## config.mk

```make
export PLATFORM = sky130hd
export DESIGN_NAME = sublane_driver
export DESIGN_NICKNAME = d
export VERILOG_FILES = /design/src/hdl/vlane_cmd_pkg.sv /design/src/hdl/vrf_port_pkg.sv /design/src/hdl/vrf_addr_counter.sv /design/src/hdl/vrf_bwen_gen.sv /design/src/hdl/lane_valid_gen.sv /design/src/hdl/sublane_sequencer.sv /design/src/hdl/sublane_driver.sv
export VERILOG_INCLUDE_DIRS = /design/src /design/src/hdl
export SDC_FILE = /design/constraint.sdc
export NUM_CORES = 1
export LEC_CHECK = 0
export BUFFER_PORTS_ARGS = -buffer_cell sky130_fd_sc_hd__buf_2
export CORE_AREA = 10 10 167 169
export CTS_CLUSTER_DIAMETER = 100
export DETAILED_ROUTE_END_ITERATION = 8
export DIE_AREA = 0 0 177 179
export HOLD_SLACK_MARGIN = 0.03
export PLACE_DENSITY_LB_ADDON = 0.15
export SLEW_MARGIN = 40
export SYNTH_ARGS = -nofsm -noshare
export SYNTH_HDL_FRONTEND = slang
export SYNTH_HIERARCHICAL = 1
export SYNTH_SLANG_ARGS = --single-unit
export TNS_END_PERCENT = 5
```

## constraint.sdc

```tcl
create_clock -name clk_i -period 14.8 [get_ports clk_i]
set_clock_uncertainty 0.1 [all_clocks]
set_input_delay 4.44 -clock clk_i [delete_from_list [all_inputs] [get_ports clk_i]]
set_output_delay 4.44 -clock clk_i [all_outputs]
set_load 0.02 [all_outputs]
```

## src/hdl/vlane_settings.svh

```systemverilog
// Vector lane group sizing
// Lane count, VRF geometry and the widths derived from them

`ifndef VLANE_SETTINGS_SVH
`define VLANE_SETTINGS_SVH

// Lanes in one sub-lane set
`define VLANE_NUM        8

`define VRF_DEPTH        512                          // Words per lane VRF
`define VRF_ADDR_W       ($clog2(`VRF_DEPTH))

// Most elements held by one lane
`define MAX_VL_PER_LANE  256
`define ROW_W            ($clog2(`MAX_VL_PER_LANE) + 1)  // Row counter reaching delay + rows
`define VL_W             ($clog2(`VLANE_NUM * `MAX_VL_PER_LANE) + 1)
`define DELAY_W          ($clog2(`MAX_VL_PER_LANE))   // Pipeline delay before first write
`define VMRF_ADDR_W      ($clog2(`MAX_VL_PER_LANE))

`define ALU_OPMODE_W     6
`define RPORT_SEL_W      3                            // Read port select fields

`endif

```

## src/hdl/vlane_cmd_pkg.sv

```systemverilog
// Command types for the sub-lane sequencer
// Instruction kinds, FSM states, element widths and the command struct

`include "vlane_settings.svh"

package vlane_cmd_pkg;

    typedef enum logic [2:0] {
        INST_NORMAL        = 3'd0,
        INST_STORE         = 3'd2,
        INST_INDEXED_STORE = 3'd3,
        INST_LOAD          = 3'd4,
        INST_INDEXED_LOAD  = 3'd5
    } vlane_inst_e;                                   // Codes 1 and 6 reserved

    typedef enum logic [1:0] {ST_IDLE, ST_NORMAL, ST_READ, ST_LOAD} seq_state_e;

    typedef enum logic [1:0] {
        EW_NONE = 2'd0,
        EW_BYTE = 2'd1,
        EW_HALF = 2'd2,
        EW_WORD = 2'd3
    } elem_width_e;

    typedef struct packed {
        logic [1:0]                  op2_sel;
        logic [`RPORT_SEL_W-1:0]     op3_sel;
        logic [31:0]                 x_data;          // Scalar operand
        logic [4:0]                  imm;
        logic [`ALU_OPMODE_W-1:0]    opmode;
        logic                        vector_mask;
        logic                        en_32bit_mul;
    } alu_ctrl_t;

    typedef struct packed {
        vlane_inst_e                      inst_type;
        logic [`VL_W-1:0]                 vl;
        elem_width_e                      vsew;       // Read element width
        elem_width_e                      wdata_width;
        logic [`DELAY_W-1:0]              inst_delay;
        logic [`VRF_ADDR_W-1:0]           waddr_start;
        logic [2:0][`VRF_ADDR_W-1:0]      raddr_start; // vs1, vs2, vs3
        logic [`RPORT_SEL_W-1:0]          store_data_sel;
        logic [`RPORT_SEL_W-1:0]          index_sel;
        alu_ctrl_t                        alu;
    } vlane_cmd_t;

endpackage

```

## src/hdl/vrf_port_pkg.sv

```systemverilog
// VRF port types
// Word addresses, byte enables and the read and write port bundles

`include "vlane_settings.svh"

package vrf_port_pkg;

    // One word address inside a lane VRF
    typedef logic [`VRF_ADDR_W-1:0] vrf_addr_t;

    // Byte enables of one 32-bit word, bit 0 is the low byte
    typedef logic [3:0] vrf_bwen_t;

    ////////////////////////////////////////////////////////////
    // Port bundles

    // Broadcast to every lane of the set
    typedef struct packed {
        vrf_addr_t waddr;
        vrf_bwen_t bwen;
    } vrf_wr_t;

    typedef struct packed {
        vrf_addr_t [2:0] raddr;                       // 0 vs1, 1 vs2, 2 vs3
    } vrf_rd_t;

endpackage

```

## src/hdl/vrf_addr_counter.sv

```systemverilog
// VRF address counter
// Steps through a vector one element at a time and bumps the word
// address once all elements packed in the current word are done

`include "vlane_settings.svh"

module vrf_addr_counter (
    input  logic                        clk_i,
    input  logic                        rst_i,
    input  logic                        load_i,
    input  vrf_port_pkg::vrf_addr_t     start_addr_i,
    input  logic                        step_i,
    input  vlane_cmd_pkg::elem_width_e  width_i,
    output vrf_port_pkg::vrf_addr_t     addr_o
);
    import vlane_cmd_pkg::*;
    import vrf_port_pkg::*;

    vrf_addr_t  addr_q;
    logic [1:0] sub_q;                                // Element within the word
    logic [1:0] sub_last;                             // Last element of a word

    always_comb begin
        case (width_i)
            EW_BYTE: sub_last = 2'd3;
            EW_HALF: sub_last = 2'd1;
            default: sub_last = 2'd0;
        endcase
    end

    always_ff @(posedge clk_i) begin
        if (!rst_i) begin
            addr_q <= '0;
            sub_q  <= '0;
        end else if (load_i) begin
            addr_q <= start_addr_i;
            sub_q  <= '0;
        end else if (step_i && width_i != EW_NONE) begin
            if (sub_q == sub_last) begin              // Word full so move to the next
                addr_q <= addr_q + vrf_addr_t'(1);
                sub_q  <= '0;
            end else begin
                sub_q <= sub_q + 2'd1;
            end
        end
    end

    assign addr_o = addr_q;

    // Sub-count never runs past the elements of one word
    a_sub_in_range: assert property (@(posedge clk_i) disable iff (!rst_i)
        step_i && !load_i |=> sub_q <= $past(sub_last));

endmodule

```

## src/hdl/vrf_bwen_gen.sv

```systemverilog
// Byte-enable generator for sub-word VRF writes
// Rotates a one-hot byte lane or a halfword pair while writes run

`include "vlane_settings.svh"

module vrf_bwen_gen (
    input  logic                        clk_i,
    input  logic                        rst_i,
    input  logic                        step_i,
    input  vlane_cmd_pkg::elem_width_e  width_i,
    output vrf_port_pkg::vrf_bwen_t     bwen_o
);
    import vlane_cmd_pkg::*;
    import vrf_port_pkg::*;

    vrf_bwen_t  rot4_q;                               // Byte phase, one-hot
    logic [1:0] rot2_q;                               // Halfword phase

    always_ff @(posedge clk_i) begin
        if (!rst_i) begin
            rot4_q <= 4'b0001;
            rot2_q <= 2'b01;
        end else if (step_i) begin
            rot4_q <= {rot4_q[2:0], rot4_q[3]};
            rot2_q <= {rot2_q[0], rot2_q[1]};
        end else begin
            rot4_q <= 4'b0001;                        // Idle, back to phase 0
            rot2_q <= 2'b01;
        end
    end

    always_comb begin
        bwen_o = '0;
        if (step_i) begin
            case (width_i)
                EW_BYTE: bwen_o = rot4_q;
                EW_HALF: bwen_o = {{2{rot2_q[1]}}, {2{rot2_q[0]}}};
                EW_WORD: bwen_o = 4'b1111;
                default: bwen_o = '0;
            endcase
        end
    end

    a_bwen_legal: assert property (@(posedge clk_i) disable iff (!rst_i)
        bwen_o inside {4'b0000, 4'b0001, 4'b0010, 4'b0100, 4'b1000,
                       4'b0011, 4'b1100, 4'b1111});

endmodule

```

## src/hdl/lane_valid_gen.sv

```systemverilog
// Per-lane read data valid mask
// Tracks the elements still to be read and flags the lanes that hold
// one in the current row

`include "vlane_settings.svh"

module lane_valid_gen (
    input  logic                    clk_i,
    input  logic                    rst_i,
    input  logic                    load_i,
    input  logic [`VL_W-1:0]        vl_i,
    input  logic                    step_i,
    output logic [`VLANE_NUM-1:0]   valid_o
);

    logic [`VL_W-1:0] rem_q;                          // Elements not yet read

    always_ff @(posedge clk_i) begin
        if (!rst_i) begin
            rem_q <= '0;
        end else if (load_i) begin
            rem_q <= vl_i;
        end else if (step_i) begin
            // One row per step, stop at zero
            if (rem_q >= `VL_W'(`VLANE_NUM))
                rem_q <= rem_q - `VL_W'(`VLANE_NUM);
            else
                rem_q <= '0;
        end
    end

    // Lane i holds an element while more than i remain
    always_comb begin
        for (int i = 0; i < `VLANE_NUM; i++) begin
            valid_o[i] = step_i && (rem_q > `VL_W'(i));
        end
    end

endmodule

```

## src/hdl/sublane_sequencer.sv

```systemverilog
// Sub-lane sequencer
// Registers a command on start and walks it through the normal, read or
// load mode, driving counter steps, VMRF writes and store strobes

`include "vlane_settings.svh"

module sublane_sequencer (
    input  logic                        clk_i,
    input  logic                        rst_i,
    input  logic                        start_i,
    input  vlane_cmd_pkg::vlane_cmd_t   cmd_i,
    input  logic                        load_valid_i,
    input  logic                        load_last_i,
    output logic                        ready_o,
    output vlane_cmd_pkg::vlane_cmd_t   cmd_o,
    output logic                        ctr_load_o,
    output logic                        rd_step_o,
    output logic                        wr_step_o,
    output vlane_cmd_pkg::elem_width_e  wr_width_o,
    output logic [`VMRF_ADDR_W-1:0]     vmrf_addr_o,
    output logic                        vmrf_wen_o,
    output logic                        store_data_valid_o,
    output logic                        store_index_valid_o,
    output logic                        write_data_sel_o,
    output logic [1:0]                  el_extractor_o,
    output logic                        ready_for_load_o
);
    import vlane_cmd_pkg::*;

    seq_state_e              state_q;
    seq_state_e              state_d;
    vlane_cmd_t              cmd_q;
    logic [`ROW_W-1:0]       rows_q;
    logic [`ROW_W-1:0]       rows_d;
    logic [`ROW_W-1:0]       row_cnt_q;
    logic [`VMRF_ADDR_W-1:0] vmrf_cnt_q;
    logic [`VL_W-1:0]        vl_round;
    logic                    load_valid_q;            // Load beat seen last cycle
    logic                    accept;
    logic                    wr_window;
    logic                    load_wr;
    logic                    read_kind;
    logic                    normal_end;
    logic                    read_end;

    ////////////////////////////////////////////////////////////
    // Decode

    assign accept = start_i && ready_o;

    // rows = ceil(vl / lanes)
    assign vl_round = cmd_i.vl + `VL_W'(`VLANE_NUM - 1);
    assign rows_d   = `ROW_W'(vl_round >> $clog2(`VLANE_NUM));

    assign read_kind = cmd_q.inst_type inside {INST_STORE, INST_INDEXED_STORE,
                                               INST_INDEXED_LOAD};

    assign normal_end = row_cnt_q == (`ROW_W'(cmd_q.inst_delay) + rows_q);
    // Reserved codes leave after a single cycle
    assign read_end   = !read_kind || rows_q == '0 || row_cnt_q == rows_q - `ROW_W'(1);

    assign wr_window = state_q == ST_NORMAL && row_cnt_q > `ROW_W'(cmd_q.inst_delay);
    assign load_wr   = state_q == ST_LOAD && load_valid_q && !load_last_i;

    ////////////////////////////////////////////////////////////
    // FSM

    always_comb begin
        state_d = state_q;
        case (state_q)
            ST_IDLE: begin
                if (accept) begin
                    case (cmd_i.inst_type)
                        INST_NORMAL: state_d = ST_NORMAL;
                        INST_LOAD:   state_d = ST_LOAD;
                        default:     state_d = ST_READ;   // Stores, indexed, reserved
                    endcase
                end
            end
            ST_NORMAL: if (normal_end) state_d = ST_IDLE;
            ST_READ:   if (read_end) state_d = ST_IDLE;
            ST_LOAD:   if (load_last_i) state_d = ST_IDLE;
            default:   state_d = ST_IDLE;
        endcase
    end

    always_ff @(posedge clk_i) begin
        if (!rst_i) begin
            state_q <= ST_IDLE;
            ready_o <= 1'b1;
        end else begin
            state_q <= state_d;
            ready_o <= (state_d == ST_IDLE);
        end
    end

    always_ff @(posedge clk_i) begin
        if (accept) begin
            cmd_q  <= cmd_i;
            rows_q <= rows_d;
        end
    end

    ////////////////////////////////////////////////////////////
    // Row and VMRF counters

    always_ff @(posedge clk_i) begin
        if (!rst_i) begin
            row_cnt_q    <= '0;
            vmrf_cnt_q   <= '0;
            load_valid_q <= 1'b0;
        end else begin
            if (accept)
                row_cnt_q <= '0;
            else if (state_q == ST_NORMAL || state_q == ST_READ)
                row_cnt_q <= row_cnt_q + `ROW_W'(1);

            if (accept)
                vmrf_cnt_q <= '0;
            else if (wr_window)
                vmrf_cnt_q <= vmrf_cnt_q + `VMRF_ADDR_W'(1);

            load_valid_q <= state_q == ST_LOAD && load_valid_i && !load_last_i;
        end
    end

    ////////////////////////////////////////////////////////////
    // Outputs

    assign cmd_o      = cmd_q;
    assign ctr_load_o = accept;
    assign rd_step_o  = state_q == ST_NORMAL || (state_q == ST_READ && read_kind);
    assign wr_step_o  = wr_window || load_wr;
    assign wr_width_o = (state_q == ST_LOAD) ? EW_WORD : cmd_q.wdata_width;

    assign vmrf_addr_o = vmrf_cnt_q;
    assign vmrf_wen_o  = wr_window;

    assign store_data_valid_o  = state_q == ST_READ &&
                                 cmd_q.inst_type inside {INST_STORE, INST_INDEXED_STORE};
    assign store_index_valid_o = state_q == ST_READ &&
                                 cmd_q.inst_type inside {INST_INDEXED_STORE, INST_INDEXED_LOAD};

    assign write_data_sel_o = state_q == ST_LOAD;     // Load data into the VRF
    assign el_extractor_o   = row_cnt_q[1:0];
    assign ready_for_load_o = load_wr;

    a_ready_idle: assert property (@(posedge clk_i) disable iff (!rst_i)
        ready_o == (state_q == ST_IDLE));

    a_wr_step_mode: assert property (@(posedge clk_i) disable iff (!rst_i)
        wr_step_o |-> state_q inside {ST_NORMAL, ST_LOAD});

endmodule

```

## src/hdl/sublane_driver.sv

```systemverilog
// Sub-lane driver top
// Sequencer plus the VRF address counters, byte-enable and lane valid
// generators for one lane group

`include "vlane_settings.svh"

module sublane_driver (
    input  logic                        clk_i,
    input  logic                        rst_i,
    input  logic                        start_i,
    input  vlane_cmd_pkg::vlane_cmd_t   cmd_i,
    input  logic                        load_valid_i,
    input  logic                        load_last_i,
    output logic                        ready_o,
    output vrf_port_pkg::vrf_wr_t       vrf_wr_o,
    output vrf_port_pkg::vrf_rd_t       vrf_rd_o,
    output logic [`VMRF_ADDR_W-1:0]     vmrf_addr_o,
    output logic                        vmrf_wen_o,
    output logic [`VLANE_NUM-1:0]       read_data_valid_o,
    output logic                        store_data_valid_o,
    output logic                        store_index_valid_o,
    output logic [`RPORT_SEL_W-1:0]     store_data_sel_o,
    output logic [`RPORT_SEL_W-1:0]     index_sel_o,
    output vlane_cmd_pkg::alu_ctrl_t    alu_o,
    output logic                        write_data_sel_o,
    output logic [1:0]                  el_extractor_o,
    output logic                        ready_for_load_o
);
    import vlane_cmd_pkg::*;
    import vrf_port_pkg::*;

    vlane_cmd_t      cmd_q;
    elem_width_e     wr_width;
    vrf_addr_t       waddr;
    vrf_addr_t [2:0] raddr;
    vrf_bwen_t       bwen;
    logic            ctr_load;
    logic            rd_step;
    logic            wr_step;

    sublane_sequencer u_sequencer (
        .clk_i(clk_i), .rst_i(rst_i), .start_i(start_i), .cmd_i(cmd_i),
        .load_valid_i(load_valid_i), .load_last_i(load_last_i),
        .ready_o(ready_o), .cmd_o(cmd_q), .ctr_load_o(ctr_load),
        .rd_step_o(rd_step), .wr_step_o(wr_step), .wr_width_o(wr_width),
        .vmrf_addr_o(vmrf_addr_o), .vmrf_wen_o(vmrf_wen_o),
        .store_data_valid_o(store_data_valid_o),
        .store_index_valid_o(store_index_valid_o),
        .write_data_sel_o(write_data_sel_o), .el_extractor_o(el_extractor_o),
        .ready_for_load_o(ready_for_load_o)
    );

    // Start addresses come straight from the command being accepted
    vrf_addr_counter u_waddr_cnt (
        .clk_i(clk_i), .rst_i(rst_i), .load_i(ctr_load), .start_addr_i(cmd_i.waddr_start),
        .step_i(wr_step), .width_i(wr_width), .addr_o(waddr)
    );

    for (genvar i = 0; i < 3; i++) begin : g_raddr
        vrf_addr_counter u_raddr_cnt (
            .clk_i(clk_i), .rst_i(rst_i), .load_i(ctr_load),
            .start_addr_i(cmd_i.raddr_start[i]), .step_i(rd_step),
            .width_i(cmd_q.vsew), .addr_o(raddr[i])
        );
    end

    vrf_bwen_gen u_bwen_gen (
        .clk_i(clk_i), .rst_i(rst_i), .step_i(wr_step), .width_i(wr_width), .bwen_o(bwen)
    );

    lane_valid_gen u_lane_valid (
        .clk_i(clk_i), .rst_i(rst_i), .load_i(ctr_load), .vl_i(cmd_i.vl),
        .step_i(rd_step), .valid_o(read_data_valid_o)
    );

    assign vrf_wr_o.waddr   = waddr;                  // Same address in every lane
    assign vrf_wr_o.bwen    = bwen;
    assign vrf_rd_o.raddr   = raddr;
    assign store_data_sel_o = cmd_q.store_data_sel;
    assign index_sel_o      = cmd_q.index_sel;
    assign alu_o            = cmd_q.alu;

endmodule

```

==> parameters.txt <==
Parameter                              Value

Timing
  Max-slew headroom at the worst pin    a little under half
  Final hold slack    352 ps
  Final clock period utilization by the worst path    between 60% and 70%
  Max Fclk    approximately 100 MHz
  Min Tclk post-route    roughly 10,000 ps
  Final total negative setup slack    0 ps
  Final-report max-slew violation count    0
  Setup repair after global routing missed its margin    no
  Worst Max-Slew Pin Slew    ~800 ps
  Number of setup violations in the final report    0
  Final Hold Fails    0

Drt
  Routed WL    23,000 µm
  Routed length per placed instance    16.5 µm
  First-iteration detailed-routing DRC count    323
  Routed Antenna Nets    0
  Routed vias/inst    a little under 5
  Length of the first detailed-routing pass in iterations    5
  Via count    6,792
  Total DRC errors in the routed layout    0

CTS
  Skew-Pair Late Insertion Delay    around 430 ps
  # resized after CTS    0
  # H-tree levels    4
  Clock tree from TritonCTS    done
  Cts hold-fix bufs    0
  Clock-pin slew reported for the worst setup and hold paths after clock tree synthesis    ~70 ps
  TritonCTS Buffers    17
  Deepest clock path buffer count    2
  Post-CTS setup buffers    0
  Clock tree sinks    around 160
  Buffer type at the clock tree root    sky130_fd_sc_hd__clkbuf_16

Layout
  Layout fillers    approximately 2,500
  Utilization of the core after routing    a little over two fifths
  Net count reported at finish    roughly 1,200
  Multi-input gate area    ~3900 µm²
  Fraction of final layout cells sized beyond drive strength 1    between 20 and 30%
  Combined flip-flop and latch cell area    about 4000 µm²
  Synthesis-to-layout area growth    26.0%

Setup path
  Startpoint class of the critical path    input port
  Library cell appearing most often on the critical path    sky130_fd_sc_hd__buf_2
  Endpoint arrival time on the critical path    5700 ps
  Critical Path RT    about 10,000 ps
  Peak fanout along the critical path    13
  Critical path's largest stage delay    270 ps
  Kind of critical path    input port to output pin
  Capturing element type of the critical path    output pin
  Critical-path cell with the highest stage delay    sky130_fd_sc_hd__nor2b_1
  Cell Chain, Critical Path    buf_2 -> nor2b_1 -> and2_1 -> or2_2 -> nand2_2 -> o21ai_1 -> buf_2

Logic synthesis
  Syn Area/Cell    between 10 and 15 µm²
  Post-synthesis cell area    slightly above 8000 µm²
  Number of instances in the synthesized netlist    approximately 810
  Synth Net Count    971
  Synthesis warning total    6

Floorplan
  Die span in y    179 µm
  Die Outline Area    about 32,000 µm²
  Row cnt    58
  Number of top-level pins    244
  Core box area    between 20,000 and 25,000 µm²
  Effective utilization at floorplan    33.3%
  X dimension of the die    177 µm

GRT
  Pin count of the biggest net entering global routing    67
  Number of antenna violations at the first check in global routing    4
  Number of global-route vias before repair    6,920
  Gr usage total    between 10 and 15%
  Overflow after GRT    0
  Wire length of the first global-routing pass    36,200 µm

Power
  Net switching power of the design    roughly 0.39 mW
  Share of power burned in combinational logic    a little under a fifth
  Static leakage power    4.46 nW
  Switching power as a share of total power    a little under a third
  Flop pwr share    44.0%
  PD cells    ~120 nW/µm²
  Clock power frac    between 30% and 40%
  Maximum vdd ir drop    roughly 67 µV
  Internal portion of total power    roughly 0.84 mW

Status
  Run status    finished, final reports clean

Placement
  Number of input and output port buffers inserted    ~240
  Detail Placement HPWL    ~17,000 µm
  Placer's final routability congestion estimate    between 0.8 and 0.9

Min path
  Type of the tightest min-delay check    flop to flop

Run
  Number of maximum-capacitance violations    0
stage by stage:
| step | setup slack [ps] | total power [mW] | instances | area [µm²] |
|---|---|---|---|---|
| after floorplan | 4700 | 0.705 | 809 | 8240 |
| after global placement | 4580 | 0.782 | 1360 | 9760 |
| after detailed placement | 4530 | 0.784 | 1360 | 9760 |
| after CTS | 4520 | 1.25 | 1392 | 10400 |
| after global routing | 4420 | 1.30 | 1393 | 10400 |
| final | 4560 | 1.23 | 1394 | 10400 |
worst max-delay path, delay by kind of cell:
kind / cells / cell delay, ps
AND/OR/NAND/NOR: 4 / 820
buffers and inverters: 2 / 280
AO/OA/AOI/OAI: 1 / 150
power by group through the flow:
stage / clock network [mW] / logic, mW / registers (mW)
floorplan: 0 / 0.129 / 0.576
global placement: 0 / 0.231 / 0.551
detailed placement: 0 / 0.233 / 0.551
CTS: 0.476 / 0.234 / 0.541
global route: 0.496 / 0.256 / 0.546
finish: 0.459 / 0.230 / 0.541
sequential cells by signal, indices dropped and copies added (netlist names):
| register | count |
|---|---|
| u_lane_valid/rem_q | 12 |
| u_bwen_gen/rot2_q | 2 |
| u_sequencer/row_cnt_q | 9 |
| u_waddr_cnt/addr_o | 9 |
| g_raddr.u_raddr_cnt/addr_o | 27 |
| u_sequencer/rows_q | 9 |
| u_sequencer/cmd_o | 71 |
| u_bwen_gen/rot4_q | 4 |
| u_sequencer/ready_o | 1 |
| u_waddr_cnt/sub_q | 2 |
| g_raddr.u_raddr_cnt/sub_q | 6 |
| u_sequencer/vmrf_addr_o | 8 |
| u_sequencer/state_q | 2 |
| u_sequencer/load_valid_q | 1 |
layer usage:
layer  routed length [µm]  share of wire (%)  track usage (%)
met5                   25               0.11                0
met1                 9450                 41             16.1
met3                 1840                8.0             5.69
met4                  310                1.3             4.62
met2                11400                 49             24.4
cell type report:
cell class / instances / area share (%)
inverters: 47 / 1.72
diodes: 2 / 0.0482
multi-input cells: 575 / 37.4
clock inverters: 15 / 1.75
clock buffers: 17 / 4.10
flip-flops and latches: 163 / 39.2
well taps: 330 / 3.98
repair buffers: 245 / 11.9
path summary, 6_finish.rpt:
path / start / end / slack, ps / depth (start not counted)
max: load_last_i / vrf_wr_o[2] / 4560 / 7
min: u_bwen_gen/rot2_q[1] / u_bwen_gen/rot2_q[0] / 350 / 1
max reg2reg: u_sequencer/row_cnt_q[3] / u_waddr_cnt/addr_o[5] / 11410 / 12
min reg2reg: u_bwen_gen/rot2_q[1] / u_bwen_gen/rot2_q[0] / 350 / 1
cell usage in the layout, fill, tap and decap left out, types with 7 or more instances in the layout:
cell type                     n
sky130_fd_sc_hd__buf_2      243
sky130_fd_sc_hd__clkbuf_16   17
sky130_fd_sc_hd__nor2b_1      9
sky130_fd_sc_hd__nand4_1      8
sky130_fd_sc_hd__mux2i_1      7
sky130_fd_sc_hd__nand3b_1     7
sky130_fd_sc_hd__nand2_1     51
sky130_fd_sc_hd__xnor2_1     41
sky130_fd_sc_hd__edfxtp_1    80
sky130_fd_sc_hd__nor2_1      43
sky130_fd_sc_hd__xor2_1      30
sky130_fd_sc_hd__nor3b_1      9
sky130_fd_sc_hd__o21ai_0     51
sky130_fd_sc_hd__and3_1      23
sky130_fd_sc_hd__o22ai_1      7
sky130_fd_sc_hd__dfxtp_1     83
sky130_fd_sc_hd__nor3_1      26
sky130_fd_sc_hd__inv_1       46
sky130_fd_sc_hd__nand4b_1     9
sky130_fd_sc_hd__nor4_1      20
sky130_fd_sc_hd__a21oi_1     61
sky130_fd_sc_hd__or3_1       12
sky130_fd_sc_hd__ha_1        37
sky130_fd_sc_hd__nand3_1     22
sky130_fd_sc_hd__nand2b_1    15
No activity file was read; power rests on OpenSTA's default activity.
